File: src/dma_pkg.sv
/*
 * Shared constants and the control state type for the AXI copy engine.
 * Every RTL block imports what it needs from here; the top level passes
 * the address width and FIFO depth down as module parameters.
 */
package dma_pkg;

    // Data beat geometry
    localparam int DATA_W     = 32;
    localparam int BEAT_BYTES = DATA_W / 8;
    localparam int BEAT_BW    = $clog2(BEAT_BYTES);

    // Data FIFO capacity
    localparam int FIFO_BYTES = 128;
    localparam int FIFO_WORDS = FIFO_BYTES / BEAT_BYTES;

    // Half the FIFO but never past the AXI 4 KiB boundary
    localparam int MAX_BLOCK_BYTES = (FIFO_BYTES / 2 < 4096) ? FIFO_BYTES / 2 : 4096;
    localparam int unsigned MAX_XFER_BYTES = 32'h0010_0000;

    // Burst length and byte counter widths
    localparam int LEN_W = 13;
    localparam int CNT_W = 32;

    localparam logic [1:0] AXI_RESP_SLVERR = 2'b10;
    localparam logic [1:0] AXI_RESP_DECERR = 2'b11;

    typedef enum logic [1:0] {
        IDLE,
        WAIT_DATA,
        DONE,
        ERROR
    } dma_state_e;

endpackage

File: src/dma_cmd_check.sv
/*
 * Command validation for the copy engine.
 * Purely combinational; the FSM samples cmd_error_o with the go pulse
 * and moves to ERROR instead of WAIT_DATA when it is set.
 */
`timescale 1ns/100ps

module dma_cmd_check #(
    parameter int ADDR_W = 32
) (
    input  logic [ADDR_W-1:0]         src_addr_i,
    input  logic [ADDR_W-1:0]         dst_addr_i,
    input  logic [dma_pkg::CNT_W-1:0] byte_count_i,
    input  logic [dma_pkg::CNT_W-1:0] block_size_i,
    output logic                      cmd_error_o
);
    import dma_pkg::*;

    logic inv_src_addr;
    logic inv_dst_addr;
    logic inv_byte_count;
    logic inv_block_size;

    always_comb begin
        // Both ends must be word aligned
        inv_src_addr = |src_addr_i[BEAT_BW-1:0];
        inv_dst_addr = |dst_addr_i[BEAT_BW-1:0];

        inv_byte_count = (byte_count_i == '0) ||
                         (|byte_count_i[BEAT_BW-1:0]) ||
                         (byte_count_i > MAX_XFER_BYTES);

        // Zero passes the power-of-two test and selects the max block
        inv_block_size = (|(block_size_i & (block_size_i - 1'b1))) ||
                         (|block_size_i[BEAT_BW-1:0]);
    end

    assign cmd_error_o = inv_src_addr   ||
                         inv_dst_addr   ||
                         inv_byte_count ||
                         inv_block_size;

endmodule

File: src/dma_req_gen.sv
/*
 * One AXI request channel of the copy engine.
 * Walks the transfer from base_addr_i, splitting bursts at block
 * boundaries, and only issues a burst when the credit counter covers
 * its beat count. Used once for reads and once for writes.
 */
`timescale 1ns/100ps

module dma_req_gen #(
    parameter int ADDR_W      = 32,
    parameter int FIFO_DEPTH  = dma_pkg::FIFO_WORDS,
    parameter int CREDIT_INIT = 0
) (
    input  logic                      clk,
    input  logic                      rst_n,
    input  logic                      active_i,
    input  logic                      clear_i,
    input  logic [ADDR_W-1:0]         base_addr_i,
    input  logic [dma_pkg::CNT_W-1:0] byte_count_i,
    input  logic [dma_pkg::CNT_W-1:0] block_size_i,
    input  logic                      credit_inc_i,
    output logic                      req_valid_o,
    output logic [ADDR_W-1:0]         req_addr_o,
    output logic [dma_pkg::LEN_W-1:0] req_len_o,
    input  logic                      req_ready_i
);
    import dma_pkg::*;

    localparam int CR_W = $clog2(FIFO_DEPTH + 1);

    logic [CNT_W-1:0] bytes_req;
    logic [CNT_W-1:0] bytes_left;
    logic [LEN_W-1:0] blk_bytes;
    logic [LEN_W-1:0] blk_offset;
    logic [LEN_W-1:0] align_bytes;
    logic [LEN_W-1:0] burst_bytes;
    logic [LEN_W-1:0] burst_beats;
    logic [CR_W-1:0]  credits;
    logic [CR_W-1:0]  credit_dec;
    logic             accept;

    // Zero or oversized block size falls back to the largest burst
    always_comb begin
        if ((block_size_i == '0) || (block_size_i > CNT_W'(MAX_BLOCK_BYTES))) begin
            blk_bytes = LEN_W'(MAX_BLOCK_BYTES);
        end else begin
            blk_bytes = block_size_i[LEN_W-1:0];
        end
    end

    always_comb begin
        req_addr_o  = base_addr_i + ADDR_W'(bytes_req);
        blk_offset  = req_addr_o[LEN_W-1:0] & (blk_bytes - 1'b1);
        align_bytes = blk_bytes - blk_offset;
        bytes_left  = byte_count_i - bytes_req;
        // Last burst may be shorter than the distance to the boundary
        burst_bytes = (bytes_left < CNT_W'(align_bytes)) ? bytes_left[LEN_W-1:0] : align_bytes;
        burst_beats = burst_bytes >> BEAT_BW;
        req_len_o   = burst_bytes - LEN_W'(BEAT_BYTES);
    end

    assign req_valid_o = active_i &&
                         (bytes_req < byte_count_i) &&
                         (LEN_W'(credits) >= burst_beats);
    assign accept      = req_valid_o && req_ready_i;
    assign credit_dec  = accept ? burst_beats[CR_W-1:0] : '0;

    always_ff @(posedge clk or negedge rst_n) begin
        if (!rst_n) begin
            bytes_req <= '0;
        end else if (clear_i) begin
            bytes_req <= '0;
        end else if (accept) begin
            bytes_req <= bytes_req + CNT_W'(burst_bytes);
        end
    end

    // Read side starts full and refills on pops; write side fills on pushes
    always_ff @(posedge clk or negedge rst_n) begin
        if (!rst_n) begin
            credits <= CR_W'(CREDIT_INIT);
        end else if (clear_i) begin
            credits <= CR_W'(CREDIT_INIT);
        end else begin
            credits <= credits + CR_W'(credit_inc_i) - credit_dec;
        end
    end

    // First and last byte of an accepted burst share one block
    a_no_block_cross: assert property (@(posedge clk) disable iff (!rst_n)
        accept |-> (((req_addr_o ^ (req_addr_o + ADDR_W'(req_len_o))) &
                     ~ADDR_W'(blk_bytes - 1'b1)) == '0))
        else $error("burst crosses block boundary at %h", req_addr_o);

    // Holds only if the FIFO returns no more credits than were taken
    a_credit_limit: assert property (@(posedge clk) disable iff (!rst_n)
        credits <= FIFO_DEPTH)
        else $error("credit count %0d above FIFO depth", credits);

endmodule

File: src/dma_data_fifo.sv
/*
 * Synchronous data FIFO between the AXI read and write data channels.
 * Valid/ready on both sides, one cycle from push to pop, zero data
 * when empty. clear_i drops all content.
 */
`timescale 1ns/100ps

module dma_data_fifo #(
    parameter int FIFO_DEPTH = dma_pkg::FIFO_WORDS
) (
    input  logic                        clk,
    input  logic                        rst_n,
    input  logic                        clear_i,
    input  logic                        push_valid_i,
    output logic                        push_ready_o,
    input  logic [dma_pkg::DATA_W-1:0]  push_data_i,
    output logic                        pop_valid_o,
    input  logic                        pop_ready_i,
    output logic [dma_pkg::DATA_W-1:0]  pop_data_o,
    output logic [$clog2(FIFO_DEPTH):0] depth_o
);
    import dma_pkg::*;

    localparam int PTR_W = (FIFO_DEPTH > 1) ? $clog2(FIFO_DEPTH) : 1;

    logic [DATA_W-1:0]         mem [FIFO_DEPTH];
    logic [PTR_W-1:0]          wr_ptr;
    logic [PTR_W-1:0]          rd_ptr;
    logic [$clog2(FIFO_DEPTH):0] count;
    logic                      push;
    logic                      pop;

    // Wrap explicitly so non power-of-two depths work
    function automatic logic [PTR_W-1:0] next_ptr(input logic [PTR_W-1:0] ptr);
        return (ptr == PTR_W'(FIFO_DEPTH - 1)) ? '0 : ptr + 1'b1;
    endfunction

    assign push_ready_o = (count != FIFO_DEPTH);
    assign pop_valid_o  = (count != '0);
    assign push         = push_valid_i && push_ready_o;
    assign pop          = pop_valid_o && pop_ready_i;
    assign pop_data_o   = pop_valid_o ? mem[rd_ptr] : '0;
    assign depth_o      = count;

    always_ff @(posedge clk) begin
        if (push) begin
            mem[wr_ptr] <= push_data_i;
        end
    end

    always_ff @(posedge clk or negedge rst_n) begin
        if (!rst_n) begin
            wr_ptr <= '0;
            rd_ptr <= '0;
            count  <= '0;
        end else if (clear_i) begin
            wr_ptr <= '0;
            rd_ptr <= '0;
            count  <= '0;
        end else begin
            if (push) begin
                wr_ptr <= next_ptr(wr_ptr);
            end
            if (pop) begin
                rd_ptr <= next_ptr(rd_ptr);
            end
            count <= count + push - pop;
        end
    end

    a_depth_limit: assert property (@(posedge clk) disable iff (!rst_n)
        count <= FIFO_DEPTH)
        else $error("FIFO occupancy %0d above depth", count);

endmodule

File: src/dma_ctrl_fsm.sv
/*
 * Control state machine of the copy engine.
 * Tracks bytes still to reach the destination, outstanding write
 * responses and a sticky AXI error, and drives the status outputs.
 */
`timescale 1ns/100ps

module dma_ctrl_fsm (
    input  logic                      clk,
    input  logic                      rst_n,
    input  logic                      go_i,
    input  logic                      cmd_error_i,
    input  logic                      flush_i,
    input  logic [dma_pkg::CNT_W-1:0] byte_count_i,
    input  logic                      beat_done_i,
    input  logic                      wr_req_accept_i,
    input  logic                      rd_resp_valid_i,
    input  logic [1:0]                rd_resp_i,
    input  logic                      wr_resp_valid_i,
    input  logic [1:0]                wr_resp_i,
    output dma_pkg::dma_state_e       state_o,
    output logic                      wr_stall_o,
    output logic                      done_o,
    output logic                      busy_o,
    output logic                      error_o
);
    import dma_pkg::*;

    dma_state_e       state_q;
    dma_state_e       state_d;
    logic [CNT_W-1:0] bytes_remaining;
    logic [3:0]       wr_pending;
    logic             axi_error;
    logic             resp_error;
    logic             drained;

    assign resp_error = (rd_resp_valid_i && (rd_resp_i inside {AXI_RESP_SLVERR, AXI_RESP_DECERR})) ||
                        (wr_resp_valid_i && (wr_resp_i inside {AXI_RESP_SLVERR, AXI_RESP_DECERR}));
    assign drained    = (bytes_remaining == '0) && (wr_pending == '0);

    always_comb begin
        state_d = state_q;
        case (state_q)
            IDLE: begin
                if (go_i) begin
                    state_d = cmd_error_i ? ERROR : WAIT_DATA;
                end
            end
            WAIT_DATA: begin
                if (drained) begin
                    state_d = axi_error ? ERROR : DONE;
                end
            end
            DONE:    state_d = IDLE;
            ERROR: begin
                if (flush_i) begin
                    state_d = IDLE;
                end
            end
            default: state_d = IDLE;
        endcase
    end

    always_ff @(posedge clk or negedge rst_n) begin
        if (!rst_n) begin
            state_q <= IDLE;
        end else begin
            state_q <= state_d;
        end
    end

    // Counts down as beats leave toward the destination
    always_ff @(posedge clk or negedge rst_n) begin
        if (!rst_n) begin
            bytes_remaining <= '0;
        end else if ((state_q == IDLE) && go_i) begin
            bytes_remaining <= byte_count_i;
        end else if (beat_done_i) begin
            bytes_remaining <= bytes_remaining - CNT_W'(BEAT_BYTES);
        end
    end

    always_ff @(posedge clk or negedge rst_n) begin
        if (!rst_n) begin
            wr_pending <= '0;
        end else if (state_q == IDLE) begin
            wr_pending <= '0;
        end else if (wr_req_accept_i && !wr_resp_valid_i) begin
            wr_pending <= wr_pending + 1'b1;
        end else if (!wr_req_accept_i && wr_resp_valid_i) begin
            wr_pending <= wr_pending - 1'b1;
        end
    end

    always_ff @(posedge clk or negedge rst_n) begin
        if (!rst_n) begin
            axi_error <= 1'b0;
        end else if ((state_q == IDLE) || flush_i) begin
            axi_error <= 1'b0;
        end else if (resp_error) begin
            axi_error <= 1'b1;
        end
    end

    assign state_o    = state_q;
    assign wr_stall_o = (wr_pending == 4'hf);
    assign done_o     = (state_q == DONE);
    assign busy_o     = (state_q != IDLE);
    assign error_o    = (state_q == ERROR);

    // Top level must hold off write requests once the counter saturates
    a_pending_wrap: assert property (@(posedge clk) disable iff (!rst_n)
        wr_stall_o |-> !wr_req_accept_i)
        else $error("write request accepted with 15 responses pending");

endmodule

File: src/axi_dma_ctrl.sv
/*
 * Top level of the AXI copy engine controller.
 * Command checker, control FSM, read and write request channels and
 * the data FIFO; the AXI side is exposed as loose valid/ready ports.
 */
`timescale 1ns/100ps

module axi_dma_ctrl #(
    parameter int ADDR_W     = 32,
    parameter int FIFO_DEPTH = dma_pkg::FIFO_WORDS
) (
    input  logic                       clk,
    input  logic                       rst_n,
    // Command and status
    input  logic                       go_i,
    input  logic [ADDR_W-1:0]          src_addr_i,
    input  logic [ADDR_W-1:0]          dst_addr_i,
    input  logic [dma_pkg::CNT_W-1:0]  byte_count_i,
    input  logic [dma_pkg::CNT_W-1:0]  block_size_i,
    input  logic                       flush_i,
    output logic                       busy_o,
    output logic                       done_o,
    output logic                       error_o,
    // Read request and response
    output logic                       rd_req_valid_o,
    output logic [ADDR_W-1:0]          rd_req_addr_o,
    output logic [dma_pkg::LEN_W-1:0]  rd_req_len_o,
    input  logic                       rd_req_ready_i,
    input  logic                       rd_resp_valid_i,
    input  logic [1:0]                 rd_resp_i,
    // Write request and response
    output logic                       wr_req_valid_o,
    output logic [ADDR_W-1:0]          wr_req_addr_o,
    output logic [dma_pkg::LEN_W-1:0]  wr_req_len_o,
    input  logic                       wr_req_ready_i,
    input  logic                       wr_resp_valid_i,
    input  logic [1:0]                 wr_resp_i,
    // Data channels
    input  logic                       r_valid_i,
    input  logic [dma_pkg::DATA_W-1:0] r_data_i,
    output logic                       r_ready_o,
    output logic                       w_valid_o,
    output logic [dma_pkg::DATA_W-1:0] w_data_o,
    input  logic                       w_ready_i
);
    import dma_pkg::*;

    dma_state_e                  state;
    logic                        cmd_error;
    logic                        wr_stall;
    logic                        in_idle;
    logic                        in_wait;
    logic                        fifo_push;
    logic                        fifo_pop;
    logic                        wr_req_accept;
    logic [$clog2(FIFO_DEPTH):0] fifo_depth;

    assign in_idle       = (state == IDLE);
    assign in_wait       = (state == WAIT_DATA);
    assign fifo_push     = r_valid_i && r_ready_o;
    assign fifo_pop      = w_valid_o && w_ready_i;
    assign wr_req_accept = wr_req_valid_o && wr_req_ready_i;

    dma_cmd_check #(.ADDR_W(ADDR_W)) u_cmd_check (
        .src_addr_i   (src_addr_i),
        .dst_addr_i   (dst_addr_i),
        .byte_count_i (byte_count_i),
        .block_size_i (block_size_i),
        .cmd_error_o  (cmd_error)
    );

    dma_ctrl_fsm u_ctrl_fsm (
        .clk             (clk),
        .rst_n           (rst_n),
        .go_i            (go_i),
        .cmd_error_i     (cmd_error),
        .flush_i         (flush_i),
        .byte_count_i    (byte_count_i),
        .beat_done_i     (fifo_pop),
        .wr_req_accept_i (wr_req_accept),
        .rd_resp_valid_i (rd_resp_valid_i),
        .rd_resp_i       (rd_resp_i),
        .wr_resp_valid_i (wr_resp_valid_i),
        .wr_resp_i       (wr_resp_i),
        .state_o         (state),
        .wr_stall_o      (wr_stall),
        .done_o          (done_o),
        .busy_o          (busy_o),
        .error_o         (error_o)
    );

    // Read credits come back as beats leave the FIFO
    dma_req_gen #(
        .ADDR_W      (ADDR_W),
        .FIFO_DEPTH  (FIFO_DEPTH),
        .CREDIT_INIT (FIFO_DEPTH)
    ) u_rd_req (
        .clk          (clk),
        .rst_n        (rst_n),
        .active_i     (in_wait),
        .clear_i      (in_idle),
        .base_addr_i  (src_addr_i),
        .byte_count_i (byte_count_i),
        .block_size_i (block_size_i),
        .credit_inc_i (fifo_pop),
        .req_valid_o  (rd_req_valid_o),
        .req_addr_o   (rd_req_addr_o),
        .req_len_o    (rd_req_len_o),
        .req_ready_i  (rd_req_ready_i)
    );

    // Write credits track beats already buffered
    dma_req_gen #(
        .ADDR_W      (ADDR_W),
        .FIFO_DEPTH  (FIFO_DEPTH),
        .CREDIT_INIT (0)
    ) u_wr_req (
        .clk          (clk),
        .rst_n        (rst_n),
        .active_i     (in_wait && !wr_stall),
        .clear_i      (in_idle),
        .base_addr_i  (dst_addr_i),
        .byte_count_i (byte_count_i),
        .block_size_i (block_size_i),
        .credit_inc_i (fifo_push),
        .req_valid_o  (wr_req_valid_o),
        .req_addr_o   (wr_req_addr_o),
        .req_len_o    (wr_req_len_o),
        .req_ready_i  (wr_req_ready_i)
    );

    dma_data_fifo #(.FIFO_DEPTH(FIFO_DEPTH)) u_data_fifo (
        .clk          (clk),
        .rst_n        (rst_n),
        .clear_i      (in_idle),
        .push_valid_i (r_valid_i),
        .push_ready_o (r_ready_o),
        .push_data_i  (r_data_i),
        .pop_valid_o  (w_valid_o),
        .pop_ready_i  (w_ready_i),
        .pop_data_o   (w_data_o),
        .depth_o      (fifo_depth)
    );

    // Every buffered beat has left by the time the copy reports done
    a_done_drained: assert property (@(posedge clk) disable iff (!rst_n)
        (state == DONE) |-> (fifo_depth == '0))
        else $error("done with %0d beats left in FIFO", fifo_depth);

endmodule

File: config.mk
export PLATFORM = sky130hd
export DESIGN_NAME = axi_dma_ctrl
export DESIGN_NICKNAME = d
export VERILOG_FILES = /design/src/dma_pkg.sv /design/src/dma_cmd_check.sv /design/src/dma_req_gen.sv /design/src/dma_data_fifo.sv /design/src/dma_ctrl_fsm.sv /design/src/axi_dma_ctrl.sv
export SDC_FILE = /design/constraint.sdc
export NUM_CORES = 2
export LEC_CHECK = 0
export BUFFER_PORTS_ARGS = -buffer_cell sky130_fd_sc_hd__buf_2
export CAP_MARGIN = 10
export CORE_UTILIZATION = 55
export CTS_BUF_LIST = sky130_fd_sc_hd__clkbuf_8 sky130_fd_sc_hd__clkbuf_16
export CTS_CLUSTER_SIZE = 24
export DETAILED_ROUTE_END_ITERATION = 10
export MAX_ROUTING_LAYER = met4
export PLACE_DENSITY = 0.73
export SYNTH_ARGS = -nofsm -noshare
export SYNTH_HDL_FRONTEND = slang
export SYNTH_SLANG_ARGS = --single-unit
File: constraint.sdc
create_clock -name clk -period 23.4 [get_ports clk]
set_input_delay 1.17 -clock clk [delete_from_list [all_inputs] [get_ports clk]]
set_output_delay 1.17 -clock clk [all_outputs]
set_load 0.02 [all_outputs]
==> impl_metrics.py <==
metrics = {
    "logic_synthesis": {
        "yosys-mux-area-fraction_pct": 10.2,
        "yosys.area_share.simple_pct": 8.71,
        "yosysWarnings": 0,
        "syn_area_mm2": 0.0583,
        "synth_flop_cell": "edfxtp_1",
        "synth_edf_count": 1024,
        "synth-compound-area-share_pct": 12.4,
        "yosysSeqAreaShare_pct": 58.4,
        "synth_seq_cells": 1155,
        "synthAdderAreaFrac_pct": 5.26,
        "synth.distinct_cells": 108,
        "yosys.area_share.xor_xnor_pct": 2.61,
        "async_flop_share_pct": 11.3,
        "synthCells": 4512,
        "syn_avg_cell_area_um2": 12.9,
        "synth_top_family_by_area": "compound AO/OA/AOI/OAI gates",
    },
    "timing": {
        "rsz0062_at_grt": "false",
        "setup_ws_ns": 9.99,
        "maxSlewViolCount": 0,
        "period_minus_slack_ns": 13.41,
        "max_freq_ghz": 0.0746,
        "skew_ns": 0.0532,
        "finalHoldViolations": 0,
        "post-route-period-util_pct": 57.3,
        "hold_slack_ns": 0.462,
        "tns_ns": 0,
        "worst_pin_slew_ns": 1.13,
        "relSlewSlack_pct": 24.7,
        "setup_viol_count_final": 0,
    },
    "placement": {
        "dp_hpwl_um": 101000,
        "dpl_worst_slack_ns": 9.60,
        "io_buffer_count": 300,
        "globalplace.congestion": 0.986,
        "dp_cells": 6066,
    },
    "detailed_routing": {
        "routed_wirelength_um": 162000,
        "vias": 40300,
        "drtPass1Iterations": 5,
        "viasPerCell": 6.42,
        "drt_iter0_markers": 4040,
        "avgRoutedWirePerCell_um": 25.8,
        "drcViolationCount": 0,
        "ant_nets": 0,
    },
    "worst_setup_path": {
        "arrival_ns": 13.98,
        "crit_path_max_incr_delay_ns": 0.78,
        "cp_slowest_cell": "nor4_1",
        "end_kind": "flop",
        "start_kind": "input pin",
        "path_class": "in -> reg",
        "required_ns": 23.97,
        "cp_max_fo": 66,
    },
    "final_layout": {
        "fin_cells": 6280,
        "finalNetCount": 5199,
        "area_growth_pct": 11.5,
        "drive_above_1_share_pct": 16.6,
    },
    "die": {
        "die_y_um": 328,
        "initial_core_util_pct": 55.4,
        "fp.coreArea_mm2": 0.105,
        "pin_count": 303,
        "std_cell_rows": 119,
        "die_area_mm2": 0.107,
        "die_x_um": 328,
    },
    "cts": {
        "clock-sinks": 1155,
        "path_clk_slew_ns": 0.06,
        "ctsHoldBuffers": 0,
        "numCtsBuffers": 113,
        "tritoncts": "yes",
        "post_cts_resized": 0,
        "root_buffer": "clkbuf_16",
        "clk_path_buf_depth": 3,
        "cts_setup_buffers": 0,
        "clkLatencyLatePin_ns": 0.73,
        "h-tree-depth": 3,
    },
    "grt": {
        "antenna_found_initial": 11,
        "grt_pass1_wl_um": 239000,
        "overflow": 0,
        "grt.total_usage_pct": 30.7,
        "grt_pass1_vias": 38700,
        "grt_max_degree": 121,
    },
    "job": {
        "maxCapViolations": 0,
    },
    "pwr": {
        "ir_worst_vdd_uv": 130,
        "leakagePower_nw": 22.7,
        "powerDensity_mw_per_mm2": 92.3,
    },
    "worst_hold_path": {
        "hold_class": "in -> async",
    },
    "status": {
        "status": "finished, final reports clean",
    },
}
[power breakdown]
| group | internal, W | switching (W) | leakage, nW |
|---|---|---|---|
| logic | 0.000704 | 0.00113 | 10.0 |
| registers | 0.00236 | 0.000102 | 10.9 |
| clock network | 0.000918 | 0.000788 | 1.76 |
[metrics by stage]
step                cell area [um^2]  power, W  utilization, %
finish                         65000   0.00600            61.8
global placement               61500   0.00428            58.5
detailed placement             61500   0.00432            58.5
global route                   65000   0.00625            61.8
floorplan                      58300   0.00374               -
CTS                            65000   0.00601            61.8
[path summary, 6_finish.rpt]
| check | end | slack, ns | from | depth (start not counted) |
|---|---|---|---|---|
| hold / removal | u_rd_req.credits[1] | 0.46 | rst_n | 1 |
| setup / recovery | u_wr_req.credits[5] | 9.99 | block_size_i[3] | 44 |
| setup reg to reg | u_wr_req.credits[5] | 11.09 | u_wr_req.bytes_req[0] | 44 |
| max in group asynchronous | u_wr_req.bytes_req[25] | 21.57 | rst_n | 2 |
| hold reg to reg | u_ctrl_fsm.bytes_remaining[0] | 0.51 | u_ctrl_fsm.bytes_remaining[0] | 2 |
| min in group clk | u_ctrl_fsm.bytes_remaining[0] | 0.51 | u_ctrl_fsm.bytes_remaining[0] | 2 |
[registers in the layout (all words and copies together), names as in the netlist]
| name | cells |
|---|---|
| u_ctrl_fsm.wr_pending | 4 |
| u_data_fifo.wr_ptr | 5 |
| u_data_fifo.rd_ptr | 5 |
| u_rd_req.bytes_req | 32 |
| u_rd_req.credits | 6 |
| u_data_fifo.depth_o | 6 |
| u_ctrl_fsm.state_o | 2 |
| u_wr_req.credits | 6 |
| u_wr_req.bytes_req | 32 |
| u_ctrl_fsm.bytes_remaining | 32 |
| u_ctrl_fsm.axi_error | 1 |
| u_data_fifo.mem | 1024 |
[cell type report]
| type | instances | area, um^2 |
|---|---|---|
| timing repair buffer | 356 | 1940 |
| multi-input combinational | 2979 | 23100 |
| clock buffer | 114 | 2840 |
| clock inverter | 94 | 626 |
| inverter | 185 | 694 |
| fill | 7970 | 40200 |
| sequential | 1155 | 34000 |
| antenna | 6 | 15.0 |
| tap | 1391 | 1740 |
[worst max-delay path, delay by kind of cell]
kind,cells,cell delay (ns)
AO/OA/AOI/OAI,19,4.65
AND/OR/NAND/NOR,13,3.76
adder cells (fa/ha/maj),5,1.89
buffers and inverters,3,0.96
XOR/XNOR,3,0.84
multiplexers,1,0.68
[layer usage]
layer / part of all wire, % / vias up / track usage (%)
li1: - / 18200 / -
met1: 40 / 19900 / 39.1
met2: 48 / 1862 / 49.7
met3: 8.4 / 355 / 5.59
met4: 3.6 / 0 / 10.7
met5: 0 / - / -
[synth_stat cells, drive strengths merged, types with 36 or more instances]
| library cell | instances | area share (%) |
|---|---|---|
| a211oi | 60 | 0.78 |
| a21o | 59 | 0.76 |
| a21oi | 328 | 2.8 |
| buf | 51 | 0.36 |
| clkbuf | 146 | 0.94 |
| dfrtp | 130 | 5.6 |
| edfxtp | 1024 | 53 |
| ha | 225 | 4.8 |
| inv | 182 | 1.2 |
| mux2 | 74 | 1.4 |
| mux2i | 223 | 3.8 |
| mux4 | 128 | 4.9 |
| nand2 | 279 | 1.8 |
| nand3 | 81 | 0.71 |
| nand4 | 50 | 0.55 |
| nor2 | 266 | 1.7 |
| nor3 | 90 | 0.79 |
| nor4 | 42 | 0.47 |
| o21a | 36 | 0.46 |
| o21ai | 215 | 1.8 |
| o221ai | 76 | 1.1 |
| o22ai | 72 | 0.77 |
| or3 | 45 | 0.48 |
| xnor2 | 114 | 1.7 |
| xor2 | 59 | 0.89 |
[layout by cell type, fill, tap and decap left out, types with 18 or more instances in the layout]
master,netlist,routed
o221ai_1,76,76
nor2_4,1,34
xnor2_1,113,113
o21a_1,36,35
o21bai_1,18,18
o31ai_1,28,28
buf_2,7,299
o21ai_0,210,210
nand2_1,279,277
o22ai_1,72,72
o211ai_1,26,26
mux2_2,73,73
and3_1,30,30
nor4_1,40,40
nand3_1,79,79
inv_1,182,204
mux4_2,128,128
mux2i_1,223,223
or3_1,45,45
clkbuf_16,0,113
nor2b_1,22,22
nand4_1,49,49
nor2_1,265,232
a21o_1,59,59
nor3_1,89,89
buf_4,0,55
clkinv_1,3,34
xor2_1,59,59
a21oi_1,328,328
nand2b_1,30,29
and2_1,29,27
edfxtp_1,1024,1024
ha_1,225,225
dfrtp_1,130,125
a211oi_1,59,59
[logic make-up (layout without fill, tap and decap cells)]
logic type      count (synthesis)  in the layout
fa+ha+maj                     240            240
compound gates               1098           1098
xor+xnor                      173            173
simple gates                 1037           1037
mux                           425            425
flops                        1155           1155
buf+inv                       382            749
other cells                     2             12
Power figures use the tool's default switching activity.
